**src/logic/conv_pkg.sv**
```systemverilog
package conv_pkg;

  ////////////////////////////////////////
  // Sample and coefficient formats
  ////////////////////////////////////////

  // Unsigned grey-scale sample
  typedef logic [7:0] pixel_t;

  // Signed kernel coefficient
  typedef logic signed [7:0] weight_t;

  ////////////////////////////////////////
  // Arithmetic widths
  ////////////////////////////////////////

  // Zero-extended pixel (9 bits signed) times weight
  typedef logic signed [16:0] product_t;

  // Nine products need four more bits of headroom
  typedef logic signed [20:0] result_t;

  // Window positions and the weight address that selects one
  localparam int KERNEL_TAPS = 9;

  typedef logic [3:0] tap_index_t;

endpackage

```
**src/logic/flow_pkg.sv**
```systemverilog
package flow_pkg;

  ////////////////////////////////////////
  // Flow-control counters
  ////////////////////////////////////////

  // Holds up to 16 credits
  typedef logic [4:0] credit_cnt_t;

  // Stored entries plus outstanding reservations
  typedef logic [4:0] queue_cnt_t;

endpackage

```
**src/logic/conv_window_if.sv**
```systemverilog
`timescale 1ns/100ps

interface conv_window_if;
  import conv_pkg::*;

  // High for one cycle per complete window
  logic   win_valid;

  // Tap 0 is top-left and tap 8 is the newest pixel
  pixel_t tap [KERNEL_TAPS];

  // Line buffer side
  modport src (output win_valid, output tap);

  // Convolution core side
  modport dst (input win_valid, input tap);

  // Result queue watches for windows to reserve a slot
  modport mon (input win_valid);

endinterface

```
**src/logic/pixel_queue.sv**
```systemverilog
`timescale 1ns/100ps

module pixel_queue #(
  parameter int IN_DEPTH = 4
) (
  input  logic             clk,
  input  logic             reset,
  input  logic             pixel_valid,
  input  conv_pkg::pixel_t pixel_data,
  input  logic             pq_pop,
  output logic             pq_valid,
  output conv_pkg::pixel_t pq_data,
  output logic             pix_credit
);
  import conv_pkg::*;
  import flow_pkg::*;

  localparam int               PTR_W = (IN_DEPTH > 1) ? $clog2(IN_DEPTH) : 1;
  localparam logic [PTR_W-1:0] LAST  = PTR_W'(IN_DEPTH - 1);

  pixel_t           mem [IN_DEPTH];
  logic [PTR_W-1:0] wr_ptr;
  logic [PTR_W-1:0] rd_ptr;
  queue_cnt_t       count;
  logic             pop;

  assign pq_valid = (count != '0);
  assign pq_data  = mem[rd_ptr];
  assign pop      = pq_pop && pq_valid;

  // Pixel storage
  always_ff @(posedge clk) begin
    if (pixel_valid) begin
      mem[wr_ptr] <= pixel_data;
    end
  end

  always_ff @(posedge clk) begin
    if (reset) begin
      wr_ptr     <= '0;
      rd_ptr     <= '0;
      count      <= '0;
      pix_credit <= 1'b0;
    end else begin
      // Source holds a credit for every push, so no full check
      if (pixel_valid) begin
        wr_ptr <= (wr_ptr == LAST) ? '0 : wr_ptr + 1'b1;
      end
      if (pop) begin
        rd_ptr <= (rd_ptr == LAST) ? '0 : rd_ptr + 1'b1;
      end
      case ({pixel_valid, pop})
        2'b10:   count <= count + 1'b1;
        2'b01:   count <= count - 1'b1;
        default: count <= count;
      endcase
      // Freed slot goes back to the source
      pix_credit <= pop;
    end
  end

endmodule

```
**src/logic/line_buffer.sv**
```systemverilog
`timescale 1ns/100ps

module line_buffer #(
  parameter int IMAGE_WIDTH  = 8,
  parameter int IMAGE_HEIGHT = 6
) (
  input  logic             clk,
  input  logic             reset,
  input  logic             pq_valid,
  input  conv_pkg::pixel_t pq_data,
  input  logic             room,
  output logic             pq_pop,
  conv_window_if.src       win
);
  import conv_pkg::*;

  localparam int               COL_W    = (IMAGE_WIDTH > 1) ? $clog2(IMAGE_WIDTH) : 1;
  localparam int               ROW_W    = (IMAGE_HEIGHT > 1) ? $clog2(IMAGE_HEIGHT) : 1;
  localparam logic [COL_W-1:0] COL_LAST = COL_W'(IMAGE_WIDTH - 1);
  localparam logic [ROW_W-1:0] ROW_LAST = ROW_W'(IMAGE_HEIGHT - 1);

  pixel_t           line0 [IMAGE_WIDTH];
  pixel_t           line1 [IMAGE_WIDTH];
  pixel_t           above1;
  pixel_t           above2;
  logic [COL_W-1:0] col;
  logic [ROW_W-1:0] row;
  logic             completes;

  // Same column, one and two rows up
  assign above1 = line0[IMAGE_WIDTH-1];
  assign above2 = line1[IMAGE_WIDTH-1];

  // Only a pixel that finishes a window needs a result slot
  assign completes = (col >= COL_W'(2)) && (row >= ROW_W'(2));
  assign pq_pop    = pq_valid && (!completes || room);

  ////////////////////////////////////////
  // Row delay lines
  ////////////////////////////////////////

  always_ff @(posedge clk) begin
    if (pq_pop) begin
      line0[0] <= pq_data;
      line1[0] <= above1;
      for (int i = 1; i < IMAGE_WIDTH; i++) begin
        line0[i] <= line0[i-1];
        line1[i] <= line1[i-1];
      end
    end
  end

  ////////////////////////////////////////
  // 3x3 window
  ////////////////////////////////////////

  // Columns move left, new column enters on the right
  always_ff @(posedge clk) begin
    if (pq_pop) begin
      for (int r = 0; r < 3; r++) begin
        win.tap[3*r]   <= win.tap[3*r+1];
        win.tap[3*r+1] <= win.tap[3*r+2];
      end
      win.tap[2] <= above2;
      win.tap[5] <= above1;
      win.tap[8] <= pq_data;
    end
  end

  // Raster position of the next pixel
  always_ff @(posedge clk) begin
    if (reset) begin
      col           <= '0;
      row           <= '0;
      win.win_valid <= 1'b0;
    end else begin
      win.win_valid <= pq_pop && completes;
      if (pq_pop) begin
        if (col == COL_LAST) begin
          col <= '0;
          row <= (row == ROW_LAST) ? '0 : row + 1'b1;
        end else begin
          col <= col + 1'b1;
        end
      end
    end
  end

endmodule

```
**src/logic/conv_3x3_core.sv**
```systemverilog
`timescale 1ns/100ps

module conv_3x3_core (
  input  logic                 clk,
  input  logic                 reset,
  input  logic                 weight_wr,
  input  conv_pkg::tap_index_t weight_addr,
  input  conv_pkg::weight_t    weight_data,
  conv_window_if.dst           win,
  output logic                 core_valid,
  output conv_pkg::result_t    core_data
);
  import conv_pkg::*;

  localparam int STAGES = 6;

  weight_t           weights [KERNEL_TAPS];
  pixel_t            s1_pix  [KERNEL_TAPS];
  product_t          s2_prod [KERNEL_TAPS];
  result_t           s3_sum  [5];
  result_t           s4_sum  [3];
  result_t           s5_sum  [2];
  logic [STAGES-1:0] stage_valid;

  ////////////////////////////////////////
  // Weight bank
  ////////////////////////////////////////

  always_ff @(posedge clk) begin
    if (reset) begin
      for (int i = 0; i < KERNEL_TAPS; i++) begin
        weights[i] <= '0;
      end
    end else if (weight_wr && (int'(weight_addr) < KERNEL_TAPS)) begin
      weights[weight_addr] <= weight_data;
    end
  end

  ////////////////////////////////////////
  // Datapath
  ////////////////////////////////////////

  always_ff @(posedge clk) begin
    // Stage 1 captures the window
    for (int i = 0; i < KERNEL_TAPS; i++) begin
      s1_pix[i] <= win.tap[i];
    end

    // Stage 2, pixel is zero-extended before the signed multiply
    for (int i = 0; i < KERNEL_TAPS; i++) begin
      s2_prod[i] <= $signed({1'b0, s1_pix[i]}) * weights[i];
    end

    // Stage 3 pairs products, the last one rides along
    for (int i = 0; i < 4; i++) begin
      s3_sum[i] <= result_t'(s2_prod[2*i]) + result_t'(s2_prod[2*i+1]);
    end
    s3_sum[4] <= result_t'(s2_prod[8]);

    // Stage 4
    s4_sum[0] <= s3_sum[0] + s3_sum[1];
    s4_sum[1] <= s3_sum[2] + s3_sum[3];
    s4_sum[2] <= s3_sum[4];

    // Stage 5
    s5_sum[0] <= s4_sum[0] + s4_sum[1];
    s5_sum[1] <= s4_sum[2];

    // Stage 6
    core_data <= s5_sum[0] + s5_sum[1];
  end

  // Valid bit follows the data one stage at a time
  always_ff @(posedge clk) begin
    if (reset) begin
      stage_valid <= '0;
    end else begin
      stage_valid <= {stage_valid[STAGES-2:0], win.win_valid};
    end
  end

  assign core_valid = stage_valid[STAGES-1];

endmodule

```
**src/logic/result_queue.sv**
```systemverilog
`timescale 1ns/100ps

module result_queue #(
  parameter int OUT_DEPTH   = 8,
  parameter int OUT_CREDITS = 4
) (
  input  logic              clk,
  input  logic              reset,
  input  logic              core_valid,
  input  conv_pkg::result_t core_data,
  input  logic              result_credit,
  conv_window_if.mon        win,
  output logic              room,
  output logic              result_valid,
  output conv_pkg::result_t result_data
);
  import conv_pkg::*;
  import flow_pkg::*;

  localparam int               PTR_W = (OUT_DEPTH > 1) ? $clog2(OUT_DEPTH) : 1;
  localparam logic [PTR_W-1:0] LAST  = PTR_W'(OUT_DEPTH - 1);

  result_t          mem [OUT_DEPTH];
  logic [PTR_W-1:0] wr_ptr;
  logic [PTR_W-1:0] rd_ptr;
  queue_cnt_t       count;
  queue_cnt_t       reserved;
  credit_cnt_t      credits;
  logic             send;

  assign send = (credits != '0) && (count != '0);

  // A window seen this cycle already holds a slot
  assign room = (int'(count) + int'(reserved) + int'(win.win_valid)) < OUT_DEPTH;

  ////////////////////////////////////////
  // Storage and output
  ////////////////////////////////////////

  always_ff @(posedge clk) begin
    if (core_valid) begin
      mem[wr_ptr] <= core_data;
    end
    if (send) begin
      result_data <= mem[rd_ptr];
    end
  end

  ////////////////////////////////////////
  // Pointers and counters
  ////////////////////////////////////////

  always_ff @(posedge clk) begin
    if (reset) begin
      wr_ptr       <= '0;
      rd_ptr       <= '0;
      count        <= '0;
      reserved     <= '0;
      credits      <= credit_cnt_t'(OUT_CREDITS);
      result_valid <= 1'b0;
    end else begin
      result_valid <= send;
      if (core_valid) begin
        wr_ptr <= (wr_ptr == LAST) ? '0 : wr_ptr + 1'b1;
      end
      if (send) begin
        rd_ptr <= (rd_ptr == LAST) ? '0 : rd_ptr + 1'b1;
      end
      case ({core_valid, send})
        2'b10:   count <= count + 1'b1;
        2'b01:   count <= count - 1'b1;
        default: count <= count;
      endcase
      // Slot moves from reserved to stored when the core writes
      case ({win.win_valid, core_valid})
        2'b10:   reserved <= reserved + 1'b1;
        2'b01:   reserved <= reserved - 1'b1;
        default: reserved <= reserved;
      endcase
      // Spend and return may land in the same cycle
      case ({send, result_credit})
        2'b10:   credits <= credits - 1'b1;
        2'b01:   credits <= credits + 1'b1;
        default: credits <= credits;
      endcase
    end
  end

endmodule

```
**src/logic/conv_engine_top.sv**
```systemverilog
`timescale 1ns/100ps

module conv_engine_top #(
  parameter int IMAGE_WIDTH  = 8,
  parameter int IMAGE_HEIGHT = 6,
  parameter int IN_DEPTH     = 4,
  parameter int OUT_DEPTH    = 8,
  parameter int OUT_CREDITS  = 4
) (
  input  logic                 clk,
  input  logic                 reset,
  // Pixel stream
  input  logic                 pixel_valid,
  input  conv_pkg::pixel_t     pixel_data,
  output logic                 pix_credit,
  // Weight write port
  input  logic                 weight_wr,
  input  conv_pkg::tap_index_t weight_addr,
  input  conv_pkg::weight_t    weight_data,
  // Result stream
  output logic                 result_valid,
  output conv_pkg::result_t    result_data,
  input  logic                 result_credit
);
  import conv_pkg::*;

  logic    pq_valid;
  pixel_t  pq_data;
  logic    pq_pop;
  logic    room;
  logic    core_valid;
  result_t core_data;

  conv_window_if win_if ();

  ////////////////////////////////////////
  // Input side
  ////////////////////////////////////////

  pixel_queue #(
    .IN_DEPTH (IN_DEPTH)
  ) pixel_queue_i (
    .clk         (clk),
    .reset       (reset),
    .pixel_valid (pixel_valid),
    .pixel_data  (pixel_data),
    .pq_pop      (pq_pop),
    .pq_valid    (pq_valid),
    .pq_data     (pq_data),
    .pix_credit  (pix_credit)
  );

  line_buffer #(
    .IMAGE_WIDTH  (IMAGE_WIDTH),
    .IMAGE_HEIGHT (IMAGE_HEIGHT)
  ) line_buffer_i (
    .clk      (clk),
    .reset    (reset),
    .pq_valid (pq_valid),
    .pq_data  (pq_data),
    .room     (room),
    .pq_pop   (pq_pop),
    .win      (win_if.src)
  );

  ////////////////////////////////////////
  // Compute and output side
  ////////////////////////////////////////

  conv_3x3_core conv_3x3_core_i (
    .clk         (clk),
    .reset       (reset),
    .weight_wr   (weight_wr),
    .weight_addr (weight_addr),
    .weight_data (weight_data),
    .win         (win_if.dst),
    .core_valid  (core_valid),
    .core_data   (core_data)
  );

  result_queue #(
    .OUT_DEPTH   (OUT_DEPTH),
    .OUT_CREDITS (OUT_CREDITS)
  ) result_queue_i (
    .clk           (clk),
    .reset         (reset),
    .core_valid    (core_valid),
    .core_data     (core_data),
    .result_credit (result_credit),
    .win           (win_if.mon),
    .room          (room),
    .result_valid  (result_valid),
    .result_data   (result_data)
  );

endmodule

```
**config.mk**
```make
export PLATFORM = sky130hd
export DESIGN_NAME = conv_engine_top
export DESIGN_NICKNAME = d
export VERILOG_FILES = /design/src/logic/conv_pkg.sv /design/src/logic/flow_pkg.sv /design/src/logic/conv_window_if.sv /design/src/logic/pixel_queue.sv /design/src/logic/line_buffer.sv /design/src/logic/conv_3x3_core.sv /design/src/logic/result_queue.sv /design/src/logic/conv_engine_top.sv
export SDC_FILE = /design/constraint.sdc
export NUM_CORES = 2
export LEC_CHECK = 0
export BUFFER_PORTS_ARGS = -buffer_cell sky130_fd_sc_hd__buf_2
export CAP_MARGIN = 20
export CORE_UTILIZATION = 45
export DETAILED_ROUTE_END_ITERATION = 6
export PLACE_DENSITY = 0.7
export SYNTH_ARGS = -nofsm -noshare
export SYNTH_HDL_FRONTEND = slang
export SYNTH_HIERARCHICAL = 1
export SYNTH_SLANG_ARGS = --single-unit
```
**constraint.sdc**
```tcl
create_clock -name clk -period 6.92 [get_ports clk]
set_input_delay 0 -clock clk [delete_from_list [all_inputs] [get_ports clk]]
set_output_delay 0 -clock clk [all_outputs]
set_load 0.01 [all_outputs]
```
==> metrics <==
result of the run=completed; main combinational cell family by area after synthesis=adder cells; I/O Pins=48; number of distinct standard cells referenced by the synthesized netlist=93; commonest non-fill, non-tap cell in the layout=sky130_fd_sc_hd__inv_1; DRC errors left=0; Hold/Removal Path Class=input port to register; clock buffer depth=3; XOR/XNOR share of the synthesized area=3.86%; critical path's largest stage delay=0.55 ns; number of antenna violations at the first check in global routing=7; number of maximum-capacitance violations=0; total routing resource utilization after global routing=17.7%; ratio of cells with drive above 1 in the final layout=7.65%; Bufs and invs on worst path=4; final global-route overflow total=0; Compound-Gate Fraction of Synth Area=7.27%; origin of the critical flop-to-flop path=conv_3x3_core_i/weights[6][7]$_SDFFCE_PN0P_; Worst path slowest cell=sky130_fd_sc_hd__fa_1; end of the worst hold path=conv_3x3_core_i/weights[2][7]$_SDFFCE_PN0P_; Reg clk slew, reported paths=0.06 ns; final slew viol count=0; crit path time final=4.61 ns; number of cells on the worst reg-to-reg path=15; kind of launch point of the worst setup path=register; sequential share of the synthesized area=43.0%; die outline width=346 um; most frequent cells in the layout=sky130_fd_sc_hd__inv_1, sky130_fd_sc_hd__ha_1, sky130_fd_sc_hd__dfxtp_1; critical path peak fanout=6; height of the die=346 um; register-to-register setup slack=2.31 ns; number of buffers added for setup after CTS=0; category of the worst setup path capture point=register; reg2reg end=conv_3x3_core_i/s2_prod[3][13]$_DFF_P_; family with the most delay on the worst path=adder cells; CP Data Required Time=7.50 ns; number of warnings reported in the yosys synthesis log=6; full die area=120,000 um2; count of fill cells added during filler insertion=10,200; pin count of the biggest net entering global routing=78; total of endpoints with negative setup slack in the final report=0; number of nets at the end of the flow=5,632; row count=125; area share of fa/ha/maj cells after synthesis=26.1%; via count=31,900; number of sinks driven by the clock tree=924; CTS H-tree depth=3; classification of the worst setup path=register to register; count of mapped cells out of synthesis=4,575; commonest register cell after synthesis=sky130_fd_sc_hd__dfxtp_1; unrepaired setup endpoints after global routing=no; detailed-route vias per instance=5.06; TritonCTS clock tree=built; first-pass GRT wire length=170,000 um; post-synthesis mux area share=3.02%; Initial DRT Pass Iterations=5; arrival time of data at the critical path endpoint=5.19 ns; hold path startpoint=weight_addr[2]; register bit count reported by yosys=924; number of synthesized flops with an enable pin=445; vias in the first global route=32,600; post-route core utilization=50.4%; Tightest Pin Transition=0.971 ns; source-to-sink clock delay at the later pin of the worst-skew pair=0.69 ns; cell area after synthesis=53,300 um2; final critical-path share of the clock period=66.6%; DRC marker count from the first detailed-route iteration=1,578; Post-Synthesis Net Count=5,507; Port Buf Inserts=47; tightest slew margin relative to the limit=35.2%; starting density of the core=45.6%; endpoints failing hold=0; detail-routed net length per standard cell=16.5 um; cell chosen for the clock root=sky130_fd_sc_hd__clkbuf_16; simple-gate area share of the yosys netlist=11.7%; antenna violation net count after detailed routing=0; drt total wl=104,000 um; post-route clock skew=0.0432 ns; share of async-settable or async-resettable flops after synthesis=0%; Setup TNS=0 ns; detailed placer's ending HPWL=78,500 um; core area=117,000 um2; count of cells along the worst hold path=4; weighted congestion at the end of routability-driven global placement=0.888; ordered cell list for the critical path=inv_1 > nor2_1 > fa_1 > fa_1 > fa_1 > inv_1 > fa_1 > inv_1 > ha_1 > inv_1 > o22ai_1 > or4_1 > a41o_1 > a21oi_2 > xnor2_1; growth of design area from synthesis to finish=10.4%; average size of a mapped cell=11.7 um2; Fmax achieved=0.217 GHz; clock buffer count from CTS=98
sequential cells by signal (all words and copies together), names as in the netlist, 5 cells and up, named ones only:
register,cells
result_queue_i/mem,168
line_buffer_i/win.tap,53
pixel_queue_i/count,5
conv_3x3_core_i/core_data,21
line_buffer_i/line0,43
conv_3x3_core_i/s3_sum,89
result_queue_i/reserved,5
conv_3x3_core_i/s2_prod,153
conv_3x3_core_i/weights,72
pixel_queue_i/mem,32
conv_3x3_core_i/s4_sum,59
conv_3x3_core_i/s1_pix,72
conv_3x3_core_i/s5_sum,38
result_queue_i/result_data,21
conv_3x3_core_i/stage_valid,6
line_buffer_i/line1,56
result_queue_i/count,5
result_queue_i/credits,5
repair_timing:
item	CTS	global route
setup endpoints to repair	0	0
endpoints found under the hold margin	156	0
hold buffers	25	0
gates resized for setup	0	0
logic make-up after synthesis:
| kind of cell | count (synthesis) |
|---|---|
| multiplexers | 94 |
| buffers and inverters | 668 |
| adder cells (fa/ha/maj) | 907 |
| flip-flops | 924 |
| AND/OR/NAND/NOR | 1162 |
| AO/OA/AOI/OAI | 585 |
| XOR/XNOR | 235 |
synthesized netlist by cell type (6+ instances only):
library cell / n / area share (%)
sky130_fd_sc_hd__a21oi_1: 183 / 1.7
sky130_fd_sc_hd__a41o_1: 6 / 0.11
sky130_fd_sc_hd__a31oi_1: 38 / 0.45
sky130_fd_sc_hd__or3_1: 19 / 0.22
sky130_fd_sc_hd__and3_1: 21 / 0.25
sky130_fd_sc_hd__o21ai_1: 36 / 0.34
sky130_fd_sc_hd__a21o_1: 83 / 1.2
sky130_fd_sc_hd__o31ai_1: 11 / 0.15
sky130_fd_sc_hd__nand2_1: 228 / 1.6
sky130_fd_sc_hd__a211oi_1: 8 / 0.11
sky130_fd_sc_hd__ha_1: 563 / 13
sky130_fd_sc_hd__edfxtp_1: 445 / 25
sky130_fd_sc_hd__a21oi_2: 12 / 0.20
sky130_fd_sc_hd__or4_1: 6 / 0.084
sky130_fd_sc_hd__xnor2_1: 171 / 2.8
sky130_fd_sc_hd__dfxtp_1: 479 / 18
sky130_fd_sc_hd__nor3_1: 35 / 0.33
sky130_fd_sc_hd__nand3_1: 32 / 0.30
sky130_fd_sc_hd__o21a_1: 31 / 0.44
sky130_fd_sc_hd__and2_1: 467 / 5.5
sky130_fd_sc_hd__nand4_1: 10 / 0.12
sky130_fd_sc_hd__nor2_1: 171 / 1.2
sky130_fd_sc_hd__o21bai_1: 26 / 0.37
sky130_fd_sc_hd__mux2i_1: 13 / 0.24
sky130_fd_sc_hd__nor2b_1: 58 / 0.68
sky130_fd_sc_hd__a31o_2: 7 / 0.11
sky130_fd_sc_hd__fa_1: 344 / 13
sky130_fd_sc_hd__o22ai_1: 11 / 0.13
sky130_fd_sc_hd__buf_4: 29 / 0.41
sky130_fd_sc_hd__mux4_2: 50 / 2.1
sky130_fd_sc_hd__a41oi_1: 8 / 0.13
sky130_fd_sc_hd__nand2b_1: 68 / 0.80
sky130_fd_sc_hd__or2_2: 15 / 0.18
sky130_fd_sc_hd__xor2_1: 64 / 1.1
sky130_fd_sc_hd__mux2_2: 27 / 0.57
sky130_fd_sc_hd__o21ai_0: 59 / 0.55
sky130_fd_sc_hd__o211ai_1: 7 / 0.099
sky130_fd_sc_hd__clkbuf_1: 27 / 0.19
sky130_fd_sc_hd__inv_1: 604 / 4.3
per-layer routing:
metal  up-vias  wire length [um]  track usage, %
met4         0              3320            6.00
met1     15500             46900            23.0
met3       169              4620            3.01
met2       548             49400            29.8
li1      15700                 -               -
met5         -                 0               0
worst max-delay path by stage:
stage / start / end / slack, ns / cells past startpoint
floorplan: result_queue_i/count[4]$_SDFFE_PP0P_ / pixel_queue_i/count[4]$_SDFFE_PP0P_ / 0.80 / 15
global placement: conv_3x3_core_i/weights[0][7]$_SDFFCE_PN0P_ / conv_3x3_core_i/s2_prod[0][16]$_DFF_P_ / 2.41 / 14
detailed placement: conv_3x3_core_i/weights[0][7]$_SDFFCE_PN0P_ / conv_3x3_core_i/s2_prod[0][16]$_DFF_P_ / 2.34 / 14
CTS: conv_3x3_core_i/weights[6][7]$_SDFFCE_PN0P_ / conv_3x3_core_i/s2_prod[3][13]$_DFF_P_ / 2.29 / 15
global route: conv_3x3_core_i/weights[0][7]$_SDFFCE_PN0P_ / conv_3x3_core_i/s2_prod[0][14]$_DFF_P_ / 2.04 / 14
finish: conv_3x3_core_i/weights[6][7]$_SDFFCE_PN0P_ / conv_3x3_core_i/s2_prod[3][13]$_DFF_P_ / 2.31 / 15
area by class of cell:
cell class | count | area [um2] | area share (%)
multi-input combinational | 2983 | 27800 | 47.2
sequential | 924 | 23000 | 39.0
clock buffer | 136 | 2780 | 4.72
inverter | 604 | 2270 | 3.85
tap | 1524 | 1910 | 3.24
timing repair buffer | 89 | 628 | 1.07
clock inverter | 48 | 548 | 0.931
antenna | 6 | 15.0 | 0.0255
through the flow:
stage	setup slack [ns]	cells	hold WS, ns	area, um2
2_1_floorplan	0.803	4575	0.0716	53300
3_3_place_gp	2.41	6098	0.215	55300
3_5_place_dp	2.34	6098	0.217	55300
4_1_cts	2.29	6307	0.00359	58800
5_1_grt	2.04	6308	0.0246	58900
6_report	2.31	6314	0.0518	58900
worst reg2reg max path: stages (launching register included):
cell	delay, ns
sky130_fd_sc_hd__edfxtp_1	0.45
sky130_fd_sc_hd__inv_1	0.23
sky130_fd_sc_hd__nor2_1	0.11
sky130_fd_sc_hd__fa_1	0.51
sky130_fd_sc_hd__fa_1	0.53
sky130_fd_sc_hd__fa_1	0.55
sky130_fd_sc_hd__inv_1	0.06
sky130_fd_sc_hd__fa_1	0.53
sky130_fd_sc_hd__inv_1	0.04
sky130_fd_sc_hd__ha_1	0.31
sky130_fd_sc_hd__inv_1	0.09
sky130_fd_sc_hd__o22ai_1	0.11
sky130_fd_sc_hd__or4_1	0.44
sky130_fd_sc_hd__a41o_1	0.28
sky130_fd_sc_hd__a21oi_2	0.16
sky130_fd_sc_hd__xnor2_1	0.12
Power is left out: the tool's default activity adds up to more than one toggle a clock period on the data nets, which glitch-free logic cannot reach.
